### config.mk
export PLATFORM = sky130hd
export DESIGN_NAME = can_rx_top
export DESIGN_NICKNAME = d
export VERILOG_FILES = /design/src/logic/can_bus_pkg.sv /design/src/logic/can_frame_pkg.sv /design/src/logic/can_bit_timing.sv /design/src/logic/can_destuff.sv /design/src/logic/can_crc15.sv /design/src/logic/can_rx_fsm.sv /design/src/logic/can_field_capture.sv /design/src/logic/can_rx_top.sv
export SDC_FILE = /design/constraint.sdc
export NUM_CORES = 1
export LEC_CHECK = 0
export BUFFER_PORTS_ARGS = -buffer_cell sky130_fd_sc_hd__buf_2
export CAP_MARGIN = 25
export CORE_UTILIZATION = 60
export CTS_CLUSTER_SIZE = 10
export DETAILED_ROUTE_END_ITERATION = 8
export GPL_ROUTABILITY_DRIVEN = 0
export PLACE_DENSITY = 0.83
export SLEW_MARGIN = 10
export SYNTH_ARGS = -nofsm -noshare
export SYNTH_HDL_FRONTEND = slang
export SYNTH_SLANG_ARGS = --single-unit
### constraint.sdc
create_clock -name clk_i -period 8.25 [get_ports clk_i]
set_input_delay 0.4125 -clock clk_i [delete_from_list [all_inputs] [get_ports clk_i]]
set_output_delay 0.4125 -clock clk_i [all_outputs]
set_load 0.005 [all_outputs]
### src/logic/can_bus_pkg.sv
`default_nettype none

package can_bus_pkg;

    // per-bit strobes from the bit timing logic
    typedef struct packed {
        logic sample;
        logic value;
        logic bit_end;
    } bit_event_t;

    // bus levels
    localparam logic DOMINANT  = 1'b0;
    localparam logic RECESSIVE = 1'b1;

    // CAN CRC-15
    localparam int CRC_WIDTH = 15;
    // x^15 + x^14 + x^10 + x^8 + x^7 + x^4 + x^3 + 1
    localparam logic [CRC_WIDTH-1:0] CRC_POLY = 15'h4599;

    // equal bits before a complement bit is inserted
    localparam int STUFF_RUN = 5;

endpackage

`default_nettype wire

### src/logic/can_frame_pkg.sv
`default_nettype none

package can_frame_pkg;

    // field widths of the extended identifier layout
    localparam int ADDR_W      = 6;
    localparam int ADDR_HI_W   = 4;
    localparam int ADDR_LO_W   = ADDR_W - ADDR_HI_W;
    localparam int HANDSHAKE_W = 2;
    localparam int ATTR_W      = 2;
    localparam int EXPAND_W    = 4;
    localparam int SIGN_W      = 8;
    localparam int RESERVED_W  = 2;
    localparam int DLC_W       = 4;
    localparam int DATA_W      = 64;
    localparam int EOF_W       = 7;

    // recessive bits needed after an aborted frame before a new SOF
    localparam int IDLE_BITS   = 11;

    // fields in bus order
    typedef enum logic [4:0] {
        IDLE, SOF,
        MSG_TYPE, ADDR_LOCAL, ADDR_REMOTE_HI, SRR, IDE, ADDR_REMOTE_LO,
        HANDSHAKE, ATTRIBUTE, EXPAND_COUNT, CMD_DATA_SIGN,
        RTR, RESERVED, DLC, DATA,
        CRC, CRC_DELIM, ACK_SLOT, ACK_DELIM, EOF
    } rx_state_e;

    typedef struct packed {
        logic                   msg_type;
        logic [ADDR_W-1:0]      local_addr;
        logic [ADDR_W-1:0]      remote_addr;
        logic [HANDSHAKE_W-1:0] handshake;
        logic [ATTR_W-1:0]      attribute;
        logic [EXPAND_W-1:0]    expand_count;
        logic [SIGN_W-1:0]      cmd_data_sign;
        logic [DLC_W-1:0]       dlc;
        logic [DATA_W-1:0]      data;
        // received CRC matched the computed one
        logic                   crc_ok;
        // delimiters and EOF were all recessive
        logic                   form_ok;
    } rx_frame_t;

endpackage

`default_nettype wire

### src/logic/can_bit_timing.sv
`timescale 1ns/1ps
`default_nettype none

module can_bit_timing import can_bus_pkg::*; #(
    parameter int QUANTS_PER_BIT = 10
) (
    input  wire        clk_i,
    input  wire        rst_i,
    input  wire        rx_i,
    output bit_event_t evt_o
);

    localparam int CNT_W     = (QUANTS_PER_BIT > 2) ? $clog2(QUANTS_PER_BIT) : 1;
    localparam int SAMPLE_PT = QUANTS_PER_BIT / 2;

    logic             rx_meta;
    logic             rx_sync;
    logic             rx_prev;
    logic             fall;
    logic [CNT_W-1:0] quant_cnt;

    // two-flop synchroniser, bus idles recessive
    always_ff @(posedge clk_i or posedge rst_i) begin
        if (rst_i) begin
            rx_meta <= RECESSIVE;
            rx_sync <= RECESSIVE;
            rx_prev <= RECESSIVE;
        end else begin
            rx_meta <= rx_i;
            rx_sync <= rx_meta;
            rx_prev <= rx_sync;
        end
    end

    // recessive to dominant edge
    assign fall = rx_prev & ~rx_sync;

    // quantum counter, hard resync on every falling edge
    always_ff @(posedge clk_i or posedge rst_i) begin
        if (rst_i) begin
            quant_cnt <= '0;
        end else if (fall || quant_cnt == CNT_W'(QUANTS_PER_BIT - 1)) begin
            quant_cnt <= '0;
        end else begin
            quant_cnt <= quant_cnt + 1'b1;
        end
    end

    // no sample in the edge cycle itself, that level belongs to the new bit
    assign evt_o = '{sample:  (quant_cnt == CNT_W'(SAMPLE_PT)) && !fall,
                     value:   rx_sync,
                     bit_end: (quant_cnt == CNT_W'(QUANTS_PER_BIT - 1))};

endmodule

`default_nettype wire

### src/logic/can_destuff.sv
`timescale 1ns/1ps
`default_nettype none

module can_destuff import can_bus_pkg::*; (
    input  wire             clk_i,
    input  wire             rst_i,
    input  wire bit_event_t evt_i,
    input  wire             stuff_en_i,
    output bit_event_t      evt_o,
    output logic            stuff_err_o
);

    logic       stuff_en_d;
    logic       tail;
    logic       last_val;
    logic       in_stuff;
    logic [2:0] run_cnt;
    logic       active;
    logic       at_limit;

    // one extra bit after the CRC field may still be a stuff bit
    assign active   = stuff_en_i | tail;
    assign at_limit = active && (run_cnt == 3'(STUFF_RUN));

    always_ff @(posedge clk_i or posedge rst_i) begin
        if (rst_i) begin
            stuff_en_d  <= 1'b0;
            tail        <= 1'b0;
            last_val    <= RECESSIVE;
            in_stuff    <= 1'b0;
            run_cnt     <= '0;
            evt_o       <= '0;
            stuff_err_o <= 1'b0;
        end else begin
            stuff_en_d    <= stuff_en_i;
            stuff_err_o   <= 1'b0;
            evt_o.sample  <= 1'b0;
            evt_o.value   <= evt_i.value;
            evt_o.bit_end <= evt_i.bit_end & ~in_stuff;
            // new run starts with the SOF bit already counted
            if (stuff_en_i && !stuff_en_d) begin
                run_cnt <= 3'd1;
            end
            if (stuff_en_d && !stuff_en_i) begin
                tail <= 1'b1;
            end
            if (evt_i.sample) begin
                last_val <= evt_i.value;
                tail     <= 1'b0;
                in_stuff <= at_limit;
                if (at_limit) begin
                    // stuff bit itself opens the next run
                    run_cnt     <= 3'd1;
                    stuff_err_o <= (evt_i.value == last_val);
                end else begin
                    evt_o.sample <= 1'b1;
                    if (active && evt_i.value == last_val) begin
                        run_cnt <= run_cnt + 3'd1;
                    end else begin
                        run_cnt <= 3'd1;
                    end
                end
            end
        end
    end

endmodule

`default_nettype wire

### src/logic/can_crc15.sv
`timescale 1ns/1ps
`default_nettype none

module can_crc15 import can_bus_pkg::*; (
    input  wire                  clk_i,
    input  wire                  rst_i,
    input  wire bit_event_t      evt_i,
    input  wire                  en_i,
    input  wire                  clr_i,
    output logic [CRC_WIDTH-1:0] crc_o
);

    logic feedback;

    assign feedback = evt_i.value ^ crc_o[CRC_WIDTH-1];

    // serial LFSR, one step per destuffed bit
    always_ff @(posedge clk_i or posedge rst_i) begin
        if (rst_i) begin
            crc_o <= '0;
        end else if (clr_i) begin
            crc_o <= '0;
        end else if (en_i && evt_i.sample) begin
            crc_o <= {crc_o[CRC_WIDTH-2:0], 1'b0} ^ ({CRC_WIDTH{feedback}} & CRC_POLY);
        end
    end

endmodule

`default_nettype wire

### src/logic/can_rx_fsm.sv
`timescale 1ns/1ps
`default_nettype none

module can_rx_fsm import can_bus_pkg::*; import can_frame_pkg::*; (
    input  wire             clk_i,
    input  wire             rst_i,
    input  wire bit_event_t evt_i,
    input  wire             stuff_err_i,
    output rx_state_e       state_o,
    output logic [6:0]      field_bit_o,
    output logic            stuff_en_o,
    output logic            crc_en_o,
    output logic            crc_clr_o,
    output logic            frame_done_o
);

    logic [3:0] idle_cnt;
    logic       bus_idle;
    logic       last_bit;

    // length of each field in bits
    function automatic logic [6:0] field_len(input rx_state_e st);
        case (st)
            ADDR_LOCAL:     field_len = 7'(ADDR_W);
            ADDR_REMOTE_HI: field_len = 7'(ADDR_HI_W);
            ADDR_REMOTE_LO: field_len = 7'(ADDR_LO_W);
            HANDSHAKE:      field_len = 7'(HANDSHAKE_W);
            ATTRIBUTE:      field_len = 7'(ATTR_W);
            EXPAND_COUNT:   field_len = 7'(EXPAND_W);
            CMD_DATA_SIGN:  field_len = 7'(SIGN_W);
            RESERVED:       field_len = 7'(RESERVED_W);
            DLC:            field_len = 7'(DLC_W);
            DATA:           field_len = 7'(DATA_W);
            CRC:            field_len = 7'(CRC_WIDTH);
            EOF:            field_len = 7'(EOF_W);
            default:        field_len = 7'd1;
        endcase
    endfunction

    // field order on the bus
    function automatic rx_state_e next_field(input rx_state_e st);
        case (st)
            SOF:            next_field = MSG_TYPE;
            MSG_TYPE:       next_field = ADDR_LOCAL;
            ADDR_LOCAL:     next_field = ADDR_REMOTE_HI;
            ADDR_REMOTE_HI: next_field = SRR;
            SRR:            next_field = IDE;
            IDE:            next_field = ADDR_REMOTE_LO;
            ADDR_REMOTE_LO: next_field = HANDSHAKE;
            HANDSHAKE:      next_field = ATTRIBUTE;
            ATTRIBUTE:      next_field = EXPAND_COUNT;
            EXPAND_COUNT:   next_field = CMD_DATA_SIGN;
            CMD_DATA_SIGN:  next_field = RTR;
            RTR:            next_field = RESERVED;
            RESERVED:       next_field = DLC;
            DLC:            next_field = DATA;
            DATA:           next_field = CRC;
            CRC:            next_field = CRC_DELIM;
            CRC_DELIM:      next_field = ACK_SLOT;
            ACK_SLOT:       next_field = ACK_DELIM;
            ACK_DELIM:      next_field = EOF;
            default:        next_field = IDLE;
        endcase
    endfunction

    assign last_bit = (field_bit_o == field_len(state_o) - 7'd1);
    assign bus_idle = (idle_cnt == 4'(IDLE_BITS));

    always_ff @(posedge clk_i or posedge rst_i) begin
        if (rst_i) begin
            state_o      <= IDLE;
            field_bit_o  <= '0;
            idle_cnt     <= 4'(IDLE_BITS);
            frame_done_o <= 1'b0;
        end else begin
            frame_done_o <= 1'b0;
            if (stuff_err_i) begin
                // abort and wait for bus idle before the next SOF
                state_o     <= IDLE;
                field_bit_o <= '0;
                idle_cnt    <= '0;
            end else if (state_o == IDLE) begin
                if (evt_i.sample) begin
                    if (evt_i.value == DOMINANT && bus_idle) begin
                        state_o <= SOF;
                    end else if (evt_i.value == DOMINANT) begin
                        idle_cnt <= '0;
                    end else if (!bus_idle) begin
                        idle_cnt <= idle_cnt + 4'd1;
                    end
                end
            end else if (state_o == SOF) begin
                // SOF was sampled in IDLE, hold until that bit ends
                if (evt_i.bit_end) begin
                    state_o <= next_field(state_o);
                end
            end else if (evt_i.sample) begin
                if (last_bit) begin
                    state_o      <= next_field(state_o);
                    field_bit_o  <= '0;
                    frame_done_o <= (state_o == EOF);
                end else begin
                    field_bit_o <= field_bit_o + 7'd1;
                end
            end
        end
    end

    assign stuff_en_o = (state_o >= SOF) && (state_o <= CRC);
    assign crc_en_o   = (state_o >= SOF) && (state_o <= DATA);
    assign crc_clr_o  = (state_o == IDLE);

endmodule

`default_nettype wire

### src/logic/can_field_capture.sv
`timescale 1ns/1ps
`default_nettype none

module can_field_capture import can_bus_pkg::*; import can_frame_pkg::*; (
    input  wire                  clk_i,
    input  wire                  rst_i,
    input  wire bit_event_t      evt_i,
    input  wire rx_state_e       state_i,
    input  wire [6:0]            field_bit_i,
    input  wire [CRC_WIDTH-1:0]  crc_i,
    input  wire                  frame_done_i,
    output rx_frame_t            frame_o,
    output logic                 frame_valid_o
);

    logic [CRC_WIDTH-2:0] crc_rx;
    logic [CRC_WIDTH-1:0] crc_next;
    logic                 bit_in;

    assign bit_in   = evt_i.value;
    assign crc_next = {crc_rx, bit_in};

    always_ff @(posedge clk_i or posedge rst_i) begin
        if (rst_i) begin
            frame_valid_o <= 1'b0;
        end else begin
            frame_valid_o <= frame_done_i;
        end
    end

    // fields shift in msb first
    always_ff @(posedge clk_i) begin
        if (state_i == SOF) begin
            frame_o.crc_ok  <= 1'b0;
            frame_o.form_ok <= 1'b1;
        end
        if (evt_i.sample) begin
            case (state_i)
                MSG_TYPE:       frame_o.msg_type <= bit_in;
                ADDR_LOCAL:     frame_o.local_addr <= {frame_o.local_addr[ADDR_W-2:0], bit_in};
                // remote address is split around SRR and IDE
                ADDR_REMOTE_HI,
                ADDR_REMOTE_LO: frame_o.remote_addr <= {frame_o.remote_addr[ADDR_W-2:0], bit_in};
                HANDSHAKE:      frame_o.handshake <= {frame_o.handshake[HANDSHAKE_W-2:0], bit_in};
                ATTRIBUTE:      frame_o.attribute <= {frame_o.attribute[ATTR_W-2:0], bit_in};
                EXPAND_COUNT:   frame_o.expand_count <=
                                    {frame_o.expand_count[EXPAND_W-2:0], bit_in};
                CMD_DATA_SIGN:  frame_o.cmd_data_sign <=
                                    {frame_o.cmd_data_sign[SIGN_W-2:0], bit_in};
                DLC:            frame_o.dlc <= {frame_o.dlc[DLC_W-2:0], bit_in};
                DATA:           frame_o.data <= {frame_o.data[DATA_W-2:0], bit_in};
                CRC: begin
                    crc_rx <= crc_next[CRC_WIDTH-2:0];
                    if (field_bit_i == 7'(CRC_WIDTH - 1)) begin
                        frame_o.crc_ok <= (crc_next == crc_i);
                    end
                end
                CRC_DELIM, ACK_DELIM, EOF: begin
                    if (bit_in == DOMINANT) begin
                        frame_o.form_ok <= 1'b0;
                    end
                end
                default: ;
            endcase
        end
    end

endmodule

`default_nettype wire

### src/logic/can_rx_top.sv
`timescale 1ns/1ps
`default_nettype none

module can_rx_top import can_bus_pkg::*; import can_frame_pkg::*; #(
    parameter int CLK_FREQ = 50_000_000,
    parameter int BIT_RATE = 5_000_000
) (
    input  wire       clk_i,
    input  wire       rst_i,
    input  wire       rx_i,
    output rx_frame_t frame_o,
    output logic      frame_valid_o,
    output logic      stuff_err_o
);

    localparam int QUANTS_PER_BIT = CLK_FREQ / BIT_RATE;

    bit_event_t           raw_evt;
    bit_event_t           data_evt;
    logic                 stuff_err;
    rx_state_e            state;
    logic [6:0]           field_bit;
    logic                 stuff_en;
    logic                 crc_en;
    logic                 crc_clr;
    logic                 frame_done;
    logic [CRC_WIDTH-1:0] crc;

    can_bit_timing #(.QUANTS_PER_BIT(QUANTS_PER_BIT)) can_bit_timing_i (
        .clk_i(clk_i), .rst_i(rst_i), .rx_i(rx_i), .evt_o(raw_evt)
    );

    can_destuff can_destuff_i (
        .clk_i(clk_i), .rst_i(rst_i), .evt_i(raw_evt), .stuff_en_i(stuff_en),
        .evt_o(data_evt), .stuff_err_o(stuff_err)
    );

    can_crc15 can_crc15_i (
        .clk_i(clk_i), .rst_i(rst_i), .evt_i(data_evt), .en_i(crc_en),
        .clr_i(crc_clr), .crc_o(crc)
    );

    can_rx_fsm can_rx_fsm_i (
        .clk_i(clk_i), .rst_i(rst_i), .evt_i(data_evt), .stuff_err_i(stuff_err),
        .state_o(state), .field_bit_o(field_bit), .stuff_en_o(stuff_en),
        .crc_en_o(crc_en), .crc_clr_o(crc_clr), .frame_done_o(frame_done)
    );

    can_field_capture can_field_capture_i (
        .clk_i(clk_i), .rst_i(rst_i), .evt_i(data_evt), .state_i(state),
        .field_bit_i(field_bit), .crc_i(crc), .frame_done_i(frame_done),
        .frame_o(frame_o), .frame_valid_o(frame_valid_o)
    );

    assign stuff_err_o = stuff_err;

endmodule

`default_nettype wire

# Word level (Yosys, flattened, before mapping)
# Memories as Yosys holds them, arrays and structs flattened.
# Index checks and enable logic that the tools add are counted.
[totals] regBits=164 rom_bits=480 input_bits=3 output_inout_bits=101 wordCells=159 mem_count=3
[classes] n_addsub=5 magnitude_cmp=3 eq_ne=30 n_mux=43 bitwise=8 reduce_logical=36
[mem_list] name="(no name shown)" depth=32 word_bits=5 read_ports=1 rd_ports_with_merged_regs=0 wr=0 line_no="can_rx_fsm.sv:42" rtl="case (st)"
[mem_list] name="(no name shown)" depth=32 word_bits=5 read_ports=1 rd_ports_with_merged_regs=0 wr=0 line_no="can_rx_fsm.sv:42"
[mem_list] name="(no name shown)" depth=32 word_bits=5 read_ports=1 rd_ports_with_merged_regs=0 wr=0 line_no="can_rx_fsm.sv:23" rtl="case (st)"
[ops] op="$mux 5" count=8
[ops] op="$mux 7" count=5
[ops] op="$eq 5x4->1 const B" count=6
[ops] op="$mux 15" count=2
[ops] op="$mux 4" count=7
[ops] op="$eq 5x5->1 const B" count=4
[ops] op="$reduce_and 2->1" count=10
[ops] op="$eq 15x15->1" count=1
[ops] op="$mux 1" count=15
[ops] op="$xor 15x15->15" count=1
[ops] op="$mux 3" count=4
[ops] op="$eq 5x2->1 const B" count=2
[ops] op="$eq 5x3->1 const B" count=2
[ops] op="$reduce_bool 2->1" count=5
[ops] op="$logic_and 1x1->1" count=9
[ops] op="$add 4x1->4 const B" count=2
[ops] op="$eq 4x4->1 const B" count=2
[ops] op="$add 7x1->7 const B" count=1
[ops] op="$eq 7x4->1 const B" count=1
[ops] op="$eq 7x7->1" count=1
[ops] op="$sub 7x1->7 const B" count=1
[ops] op="$ne 2x2->1 const B" count=3
[ops] op="$ne 3x3->1 const B" count=2
[ops] op="$eq 5x1->1 const B" count=1
[ops] op="other kinds (24)" count=30

# Longest topological paths before layout
# Gate-level depths: netlist of run 1.
# An unclocked memory read counts as a cell.
[logic_depth] depth_word=8 mapped_depth=13 mapped_depth_nobuf=11

# By module
# From an unflattened synthesis of run 1, not the netlist that was laid out.
[hier_totals] hier_cells=451 hier_area_um2=6578.8
[modules_own_cells] mod="can_field_capture" n_inst=1 cells_each=167 area_each_um2=3772.4 seq_area_each_um2=3398.3
[modules_own_cells] mod="can_rx_fsm" n_inst=1 cells_each=175 area_each_um2=1436.4 seq_area_each_um2=429.2
[modules_own_cells] mod="can_crc15" n_inst=1 cells_each=46 area_each_um2=611.8 seq_area_each_um2=375.4
[modules_own_cells] mod="can_destuff" n_inst=1 cells_each=38 area_each_um2=467.9 seq_area_each_um2=276.5
[modules_own_cells] mod="can_bit_timing" n_inst=1 cells_each=25 area_each_um2=290.3 seq_area_each_um2=178.9

# Worst setup path after synthesis of run 1
# OpenSTA, ideal clock, no wires.
[synth_timing] path_type="register to register" start="reg can_rx_fsm_i.state_o[4]" end="reg can_field_capture_i.frame_o[10] (netlist name)" setup_ns=0.486 t_arrival_ns=3.670 required_time_ns=7.764 path_slack_ns=4.093 stages_incl_launch_ff=5 path_buffers=2 synth_period_minus_slack_ns=4.157 path_cell_list="dfrtp_1 -> buf_2 -> clkbuf_1 -> nand3b_1 -> nor2_1"
[synth_between] elab_chain_len=2
[synth_lines] element="start: declaration" line_no="can_rx_fsm.sv:9" rtl="output rx_state_e state_o,"
[synth_lines] element="start signal: assignment" line_no="can_rx_fsm.sv:95" rtl="state_o <= next_field(state_o);"
[synth_lines] element="start signal: assignment" line_no="can_rx_fsm.sv:99" rtl="state_o <= next_field(state_o);"
[synth_lines] element="$eq 5x4->1" line_no="can_field_capture.sv:38" rtl="case (state_i)"
[synth_lines] element="$reduce_and 2->1 (no line)"
# Every way passes these cells.
# A chain may end at the register's enable or synchronous reset.

# Worst setup path after layout of run 1
[layout_timing] start="reg can_rx_fsm_i.state_o[0]" end="reg can_rx_fsm_i.field_bit_o[2]"
[layout_between] elab_chain_len=8 word_cells_on_any_way=13 classes_between="add/sub: 1; eq/ne: 4; mux: 5; reduce/logical: 2; memory: 1"
[layout_lines] element="$mem_v2 32x5"
[layout_lines] element="$sub 7x1->7" line_no="can_rx_fsm.sv:66" rtl="assign last_bit = (field_bit_o == field_len(state_o) - 7'd1);"
[layout_lines] element="$eq 7x7->1" line_no="can_rx_fsm.sv:66"
[layout_lines] element="$mux 7" line_no="can_rx_fsm.sv:98" rtl="if (last_bit) begin"
[layout_lines] element="$mux 7" line_no="can_rx_fsm.sv:97" rtl="end else if (evt_i.sample) begin"
[layout_lines] element="$mux 7" line_no="can_rx_fsm.sv:92" rtl="end else if (state_o == SOF) begin"
[layout_lines] element="$mux 7" line_no="can_rx_fsm.sv:82" rtl="end else if (state_o == IDLE) begin"
[layout_lines] element="$mux 7" line_no="can_rx_fsm.sv:77" rtl="if (stuff_err_i) begin"
[layout_lines] element="end signal: assignment" line_no="can_rx_fsm.sv:103" rtl="field_bit_o <= field_bit_o + 7'd1;"
[layout_lines] element="end: declaration" line_no="can_rx_fsm.sv:10" rtl="output logic [6:0] field_bit_o,"
# Several ways; a longest one is shown, not always the timed one. The select of a mux whose other input is x is not followed.

==> out/qor.yml, run 1 <==
status:
  status: "finished clean"
timing:
  skew_ns: 0.0122
  fin_crit_ns: 3.49
  fin_tns_setup_ns: 0
  rsz0062_at_grt: "false"
  slew_headroom: 0.405
  tightestPinTransition_ns: 0.891
  finalSetupViolCount: 0
  fmax_mhz: 287
  slew_viol_final: 0
  fin_crit_sh: 0.422
  hold_viol_final: 0
clock_network:
  post_cts_resized: 0
  tritoncts: "done"
  cts.sinks: 164
  cts_hold_buf: 2
  clk_pin_slew_ns: 0.07
  post_cts_buffers: 0
  ctsHtreeMaxLevel: 4
  numCtsBuffers: 17
  clock_path_buffers: 2
  clk_latency_ns: 0.54
  cts-root-buf: "clkbuf_8"
logic_synthesis:
  synthSimpleGateAreaFrac: 0.120
  synth_enable_flop_cells: 111
  netlist_area_um2: 6640
  synthDistinctLibCells: 64
  syn_inst: 470
  ys_seq_area_frac: 0.701
  synth-xor-area-share: 0.0396
  ys.warnings.count: 0
  synth_ff_type: "edfxtp_1"
  synthAdderAreaFrac: 0.0226
  syn-num-nets: 485
  synth_largest_area_cell: "edfxtp_1"
  async_flop_share: 0.311
  synth_mux_area_frac: 0.0283
  ys_top_cells_by_area: "edfxtp_1, dfrtp_1, dfstp_2, nor2_1, xor2_1"
  synth_top_family_by_area: "simple AND/OR/NAND/NOR gates"
  synth_compound_area_frac: 0.0663
  synth_area_per_cell_um2: 14.1
  synth_top_cell_area_share: 0.502
  synth-seq-cells: 164
  post-synth-top-count-cell: "edfxtp_1"
  ys_top_cells_by_count: "edfxtp_1, nor2_1, dfrtp_1"
worst_hold_path:
  min_path_type: "register to register"
place:
  dpl_cell_area_um2: 7290
  io_buffers: 103
  dpl.hpwl_um: 9270
setup_path:
  cp_max_fo: 14
  critical-path-top-delay-family: "compound AO/OA/AOI/OAI gates"
  crit_top_cell: "ha_1"
  crit_path_start_kind: "register"
  cp.required_ns: 8.70
  path_class: "register to register"
  arrival_ns: 3.94
  cp.buffers_inverters: 1
  critPathCaptureType: "register"
  crit_path_cell_trace: "inv_1 > ha_1 > mux2_4 > a211oi_4 > ha_1 > o21ai_0 > a2111oi_2 > a2111oi_4 > and3_4 > or3_1 > o21ai_1"
  cp_slowest_cell: "a2111oi_2"
  cpPeakStageDelay_ns: 0.48
detailed_routing:
  drc: 0
  first_pass_iters: 5
  via_per_inst: 5.94
  num_vias: 4344
  drtIter0Drc: 469
  antenna_left: 0
  routedWlPerCell_um: 20.3
  wirelength_um: 14800
run:
  maxCapViolCount: 0
grt:
  grt_use_met3: 0.0821
  first_global_vias: 4143
  grt_util_all_layers: 0.270
  met1_usage: 0.346
  antenna_found_initial: 0
  grt.overflow.total: 0
  grt_util_met2: 0.441
  grt_max_degree: 65
  grt_first_pass_wirelength_um: 22700
  busiest_layer: "met2"
final_layout:
  fillers: 651
  nNetsFinal: 593
  syn_to_final_growth_pct: 19.5
  register_area_um2: 4660
  final_cell_area_um2: 7940
  multiInputGateArea_um2: 1850
  drive_gt1_frac: 0.281
  antenna_cells: 0
floorplanning:
  start_util: 0.615
  floorplan.rows: 38
  ioPinCount: 104
  coreArea_um2: 10800
  die_width_um: 107
  die_area_um2: 11500
  die_h_um: 107
power_and_ir_drop:
  powerDensity_nw_per_um2: 228
  p_leak_nw: 3.01
  peakVddDrop_v: 0.000198
## layer usage
layer | up-vias | share of wire
li1 | 1932 | -
met1 | 2121 | 0.41
met2 | 251 | 0.48
met4 | 0 | 0.020
met5 | - | 0
met3 | 40 | 0.089
## logic make-up after synthesis
| logic type | after synthesis |
|---|---|
| compound gates | 58 |
| simple gates | 155 |
| xor+xnor | 30 |
| mux | 18 |
| flops | 164 |
| buf+inv | 33 |
| fa+ha+maj | 12 |
## layout by cell type, fill, tap and decap left out, types with 6 or more instances in the layout
cell and instances:
edfxtp_1 111, buf_2 103, nor2_1 48, dfrtp_1 44, nand2_1 32, xor2_1 19, clkbuf_16 16, mux2i_1 15
nand3_1 13, ha_1 12, xnor2_1 11, inv_1 10, o21ai_0 10, a21oi_1 10, nand2b_1 8, nor4_1 7
dfstp_2 7, nor3_1 6
## registers in the layout, indices dropped and copies added (netlist names)
register                           count
can_destuff_i.last_val                 1
can_rx_fsm_i.state_o                   5
can_rx_fsm_i.field_bit_o               7
can_bit_timing_i.rx_meta               1
can_rx_fsm_i.frame_done_o              1
can_destuff_i.evt_o                    3
can_bit_timing_i.quant_cnt             4
can_destuff_i.run_cnt                  3
can_bit_timing_i.rx_prev               1
can_crc15_i.crc_o                     15
can_destuff_i.stuff_err_o              1
can_field_capture_i.crc_rx            14
can_rx_fsm_i.idle_cnt                  4
can_field_capture_i.frame_valid_o      1
can_destuff_i.stuff_en_d               1
can_destuff_i.tail                     1
can_field_capture_i.frame_o           99
can_destuff_i.in_stuff                 1
can_bit_timing_i.rx_sync               1
## layout make-up
class	instances	area share
tap	140	0.0221
inverter	12	0.00568
clock inverter	12	0.0208
multi-input combinational	273	0.233
sequential	164	0.587
clock buffer	20	0.0574
timing repair buffer	110	0.0738
## worst reg2reg max path, delay by kind of cell, from the launching register on
family / cells / cell delay, ns
adder cells (fa/ha/maj): 2 / 0.62
buffers and inverters: 1 / 0.13
AO/OA/AOI/OAI: 5 / 1.27
flip-flops: 1 / 0.44
AND/OR/NAND/NOR: 2 / 0.63
multiplexers: 1 / 0.33
## where the power goes
part	switching, mW	total [mW]	internal (mW)	leakage, nW
combinational	0.0367	0.0659	0.0292	1.09
clock	0.335	0.827	0.491	0.300
sequential	0.0228	0.919	0.896	1.63
## path summary, 6_finish.rpt
kind / startpoint / endpoint / slack (ns) / cells past startpoint
max: can_rx_fsm_i.state_o[0] / can_rx_fsm_i.field_bit_o[2] / 4.76 / 11
min: can_rx_fsm_i.frame_done_o / can_field_capture_i.frame_valid_o / 0.35 / 0
max reg2reg: can_rx_fsm_i.state_o[0] / can_rx_fsm_i.field_bit_o[2] / 4.76 / 11
min reg2reg: can_rx_fsm_i.frame_done_o / can_field_capture_i.frame_valid_o / 0.35 / 0
max in group asynchronous: rst_i / can_rx_fsm_i.idle_cnt[0] / 7.30 / 4
min in group asynchronous: rst_i / can_crc15_i.crc_o[12] / 0.38 / 3
## per-stage QoR
stage / worst slack, ns / hold WS, ns / instances / power, mW / utilization
detailed placement: 4.88 / 0.341 / 696 / 0.999 / 0.675
global placement: 5.06 / 0.333 / 695 / 0.985 / 0.673
CTS: 4.84 / 0.358 / 730 / 1.82 / 0.735
finish: 4.76 / 0.354 / 731 / 1.81 / 0.735
global route: 4.59 / 0.355 / 731 / 1.86 / 0.735
floorplan: 4.09 / 0.331 / 470 / 0.976 / -
Note: power is estimated with default switching activity, not from simulation.
==> run 2, diff against run 1 <==
- ABC_AREA: default -> 1
- CORE_UTILIZATION: 60 -> 51
- PLACE_DENSITY: 0.83 -> 0.75
- clock period: 8.25 -> 3 ns (I/O delays scaled with it)
==> run 2 against run 1 <==
- final area fell by 0.82%
- flip-flop and latch count did not move
- clock skew fell by 0.0050 ns
- worst setup slack got worse by 4.4 ns
- hold slack got worse by 0.087 ns
- count of clock-buffer cells in the layout fell by 2
- largest power group unchanged
- highest routed layer unchanged
==> out/qor.yml, run 2 <==
status:
  status: "finished clean"
clock_network:
  clk_latency_ns: 0.43  # -0.11 ns
  post_cts_resized: 0  # unchanged
  numCtsBuffers: 17  # unchanged
  cts-root-buf: "clkbuf_16"
  post_cts_buffers: 0  # unchanged
  ctsHtreeMaxLevel: 4  # unchanged
  clk_pin_slew_ns: 0.06  # about the same
  cts.sinks: 164  # unchanged
  clock_path_buffers: 2  # unchanged
  tritoncts: "done"
  cts_hold_buf: 2  # unchanged
final_layout:
  final_cell_area_um2: 7870  # -0.82%
  antenna_cells: 0  # unchanged
  syn_to_final_growth_pct: 20.4
  final_cell_mix: "edfxtp_1, buf_2, nand2_1, dfrtp_1, inv_1"
  final_common_cell: "edfxtp_1"
  fillers: 906  # +39%
  nNetsFinal: 647  # +9.1%
  largest_reg_flops: 99  # unchanged
  top_register: "can_field_capture_i.frame_o"
  drive_gt1_frac: 0.290  # +0.00904
  top_regs: "can_field_capture_i.frame_o: 99 flops, can_crc15_i.crc_o: 15 flops, can_field_capture_i.crc_rx: 14 flops"
floorplanning:
  die_h_um: 115  # +7.5%
  coreArea_um2: 12300  # +14%
  die_area_um2: 13300  # +15%
  ioPinCount: 104  # unchanged
  die_width_um: 115  # +7.5%
  start_util: 0.533  # -0.0823
  floorplan.rows: 40  # +5.3%
timing:
  slew_viol_final: 0  # unchanged
  skew_ns: 0.00721  # -0.00496 ns
  fin_tns_setup_ns: 0  # unchanged
  slew_headroom: 0.438  # +0.0335
  fin_crit_ns: 2.68  # -0.803 ns
  rsz0062_at_grt: "false"
  fin_crit_sh: 0.894  # +0.472
  hold_viol_final: 0  # unchanged
  fmax_mhz: 373  # +30%
  finalSetupViolCount: 0  # unchanged
  tightestPinTransition_ns: 0.840  # -0.0511 ns
detailed_routing:
  first_pass_iters: 5  # unchanged
  routedWlPerCell_um: 15.4  # -24%
  drtIter0Drc: 436  # -7.0%
  drc: 0  # unchanged
  wirelength_um: 12500  # -15%
  num_vias: 4225  # -2.7%
  via_per_inst: 5.20  # -13%
  antenna_left: 0  # unchanged
logic_synthesis:
  synth_area_per_cell_um2: 12.8  # -9.1%
  synth-xor-area-share: 0.0402  # +0.000636
  ys.warnings.count: 0  # unchanged
  synth_ff_type: "edfxtp_1"
  syn-num-nets: 524  # +8.0%
  post-synth-top-count-cell: "edfxtp_1"
  syn_inst: 509  # +8.3%
  synth_compound_area_frac: 0.0473  # -0.0190
  synth-seq-cells: 164  # unchanged
  synth_top_family_by_area: "simple AND/OR/NAND/NOR gates"
  synthDistinctLibCells: 40  # -38%
  synthSimpleGateAreaFrac: 0.139  # +0.0192
  ys_top_cells_by_count: "edfxtp_1, nand2_1, dfrtp_1"
  ys_seq_area_frac: 0.713  # +0.0113
  synth_enable_flop_cells: 111  # unchanged
  synth_largest_area_cell: "edfxtp_1"
  netlist_area_um2: 6540  # -1.6%
  synth_mux_area_frac: 0  # -0.0283
  synth_top_cell_area_share: 0.510  # +0.00807
  synthAdderAreaFrac: 0.0230  # +0.000364
  ys_top_cells_by_area: "edfxtp_1, dfrtp_1, nand2_1, dfstp_2, nand3_1"
  async_flop_share: 0.311  # unchanged
power_and_ir_drop:
  comb_power_share: 0.039  # +0.003
  p_switching_mw: 1.04  # +160%
  powerDensity_nw_per_um2: 601  # +160%
  sequentialPowerShare: 0.534  # +0.027
  p_sw_frac: 0.220  # +0.00194
  peakVddDrop_v: 0.000368  # +86%
  cellInternalPower_mw: 3.69  # +160%
  p_leak_nw: 3.14  # +4.0%
  clkPwrFrac: 0.427  # -0.029
setup_path:
  path_class: "register to register"
  r2r_end: "can_rx_fsm_i.state_o[2]"
  cp_slowest_cell: "dfrtp_1"
  cp.required_ns: 3.32  # -5.38 ns
  crit_path_cell_trace: "inv_1 > ha_1 > nand2_1 > nor2_2 > inv_2 > nand2_2 > inv_1 > ha_1 > xnor2_1 > nand3_1 > nand2_1 > nand2_1 > nor2_2 > nand2_4 > nand2_4 > nand2_4 > nand2_1 > nand2_1"
  reg2reg_from: "can_rx_fsm_i.state_o[1]"
  ff2ff_path_depth: 18  # +7
  reg2reg_slack_ns: 0.32  # -4.45 ns
  arrival_ns: 3.00  # -0.94 ns
  crit_path_start_kind: "register"
  critPathCaptureType: "register"
  crit_top_cell: "nand2_1"
  cpPeakStageDelay_ns: 0.44  # -0.04 ns
  cp_max_fo: 6  # -8
run:
  maxCapViolCount: 0  # unchanged
grt:
  grt_max_degree: 65  # unchanged
  grt_util_all_layers: 0.204  # -0.0660
  grt.overflow.total: 0  # unchanged
  grt_first_pass_wirelength_um: 20100  # -12%
  first_global_vias: 4034  # -2.6%
  antenna_found_initial: 0  # unchanged
worst_hold_path:
  min_path_type: "input port to async pin"
place:
  dpl.hpwl_um: 8730  # -5.8%
  dpl_cell_area_um2: 7290  # about the same
  io_buffers: 103  # unchanged
-- run 2: cells by family after synthesis --
group	after synthesis
AO/OA/AOI/OAI	51
XOR/XNOR	30
adder cells (fa/ha/maj)	12
buffers and inverters	60
flip-flops	164
AND/OR/NAND/NOR	192
-- run 2: metal layers --
metal	global-route usage	part of all wire	up-vias
met5	0	0	-
met4	0.0857	0.015	0
met3	0.0601	0.057	17
met2	0.321	0.48	154
met1	0.265	0.45	2050
li1	-	-	2004
-- run 2: area by class of cell --
| cell class | instances | area (µm²) | area share |
|---|---|---|---|
| sequential | 164 | 4660 | 0.592 |
| multi-input combinational | 285 | 1640 | 0.208 |
| timing repair buffer | 111 | 606 | 0.0769 |
| clock buffer | 18 | 429 | 0.0545 |
| tap | 168 | 210 | 0.0267 |
| inverter | 53 | 199 | 0.0253 |
| clock inverter | 14 | 128 | 0.0162 |
-- run 2: stage by stage --
stage	cells	power, mW	util	hold slack [ns]	worst slack [ns]
finish	813	4.73	0.642	0.267	0.318
detailed placement	779	2.76	0.595	0.182	0.363
floorplan	509	2.70	-	0.154	0.538
CTS	813	4.77	0.642	0.266	0.357
global placement	778	2.73	0.593	0.254	0.596
global route	813	4.90	0.642	0.297	0.109
-- run 2: how the worst max path moves through the flow --
stage               slack, ns                              end  cells after the start                    start
floorplan                0.54  can_field_capture_i.frame_o[86]                      4  can_rx_fsm_i.state_o[0]
global placement         0.60          can_rx_fsm_i.state_o[2]                     18  can_rx_fsm_i.state_o[1]
global route             0.11          can_rx_fsm_i.state_o[2]                     18  can_rx_fsm_i.state_o[1]
CTS                      0.36          can_rx_fsm_i.state_o[2]                     18  can_rx_fsm_i.state_o[1]
finish                   0.32          can_rx_fsm_i.state_o[2]                     18  can_rx_fsm_i.state_o[1]
detailed placement       0.36          can_rx_fsm_i.state_o[2]                     18  can_rx_fsm_i.state_o[1]
-- run 2: power by group through the flow --
stage                     Clock (mW)  Combinational (mW)  Sequential [mW]
after floorplan                    0               0.139             2.56
after global placement             0               0.163             2.57
after detailed placement           0               0.183             2.57
after CTS                       2.06               0.186             2.53
after global routing            2.15               0.216             2.53
final                           2.02               0.183             2.53
-- run 2: critical path: cells and delay by family, from the launching register on --
| family | cells | cell delay (ns) |
|---|---|---|
| xor gates and xnor gates | 1 | 0.23 |
| DFF | 1 | 0.44 |
| and+or+nand+nor | 12 | 1.13 |
| adders and majority gates | 2 | 0.51 |
| buffers and inverters | 3 | 0.24 |
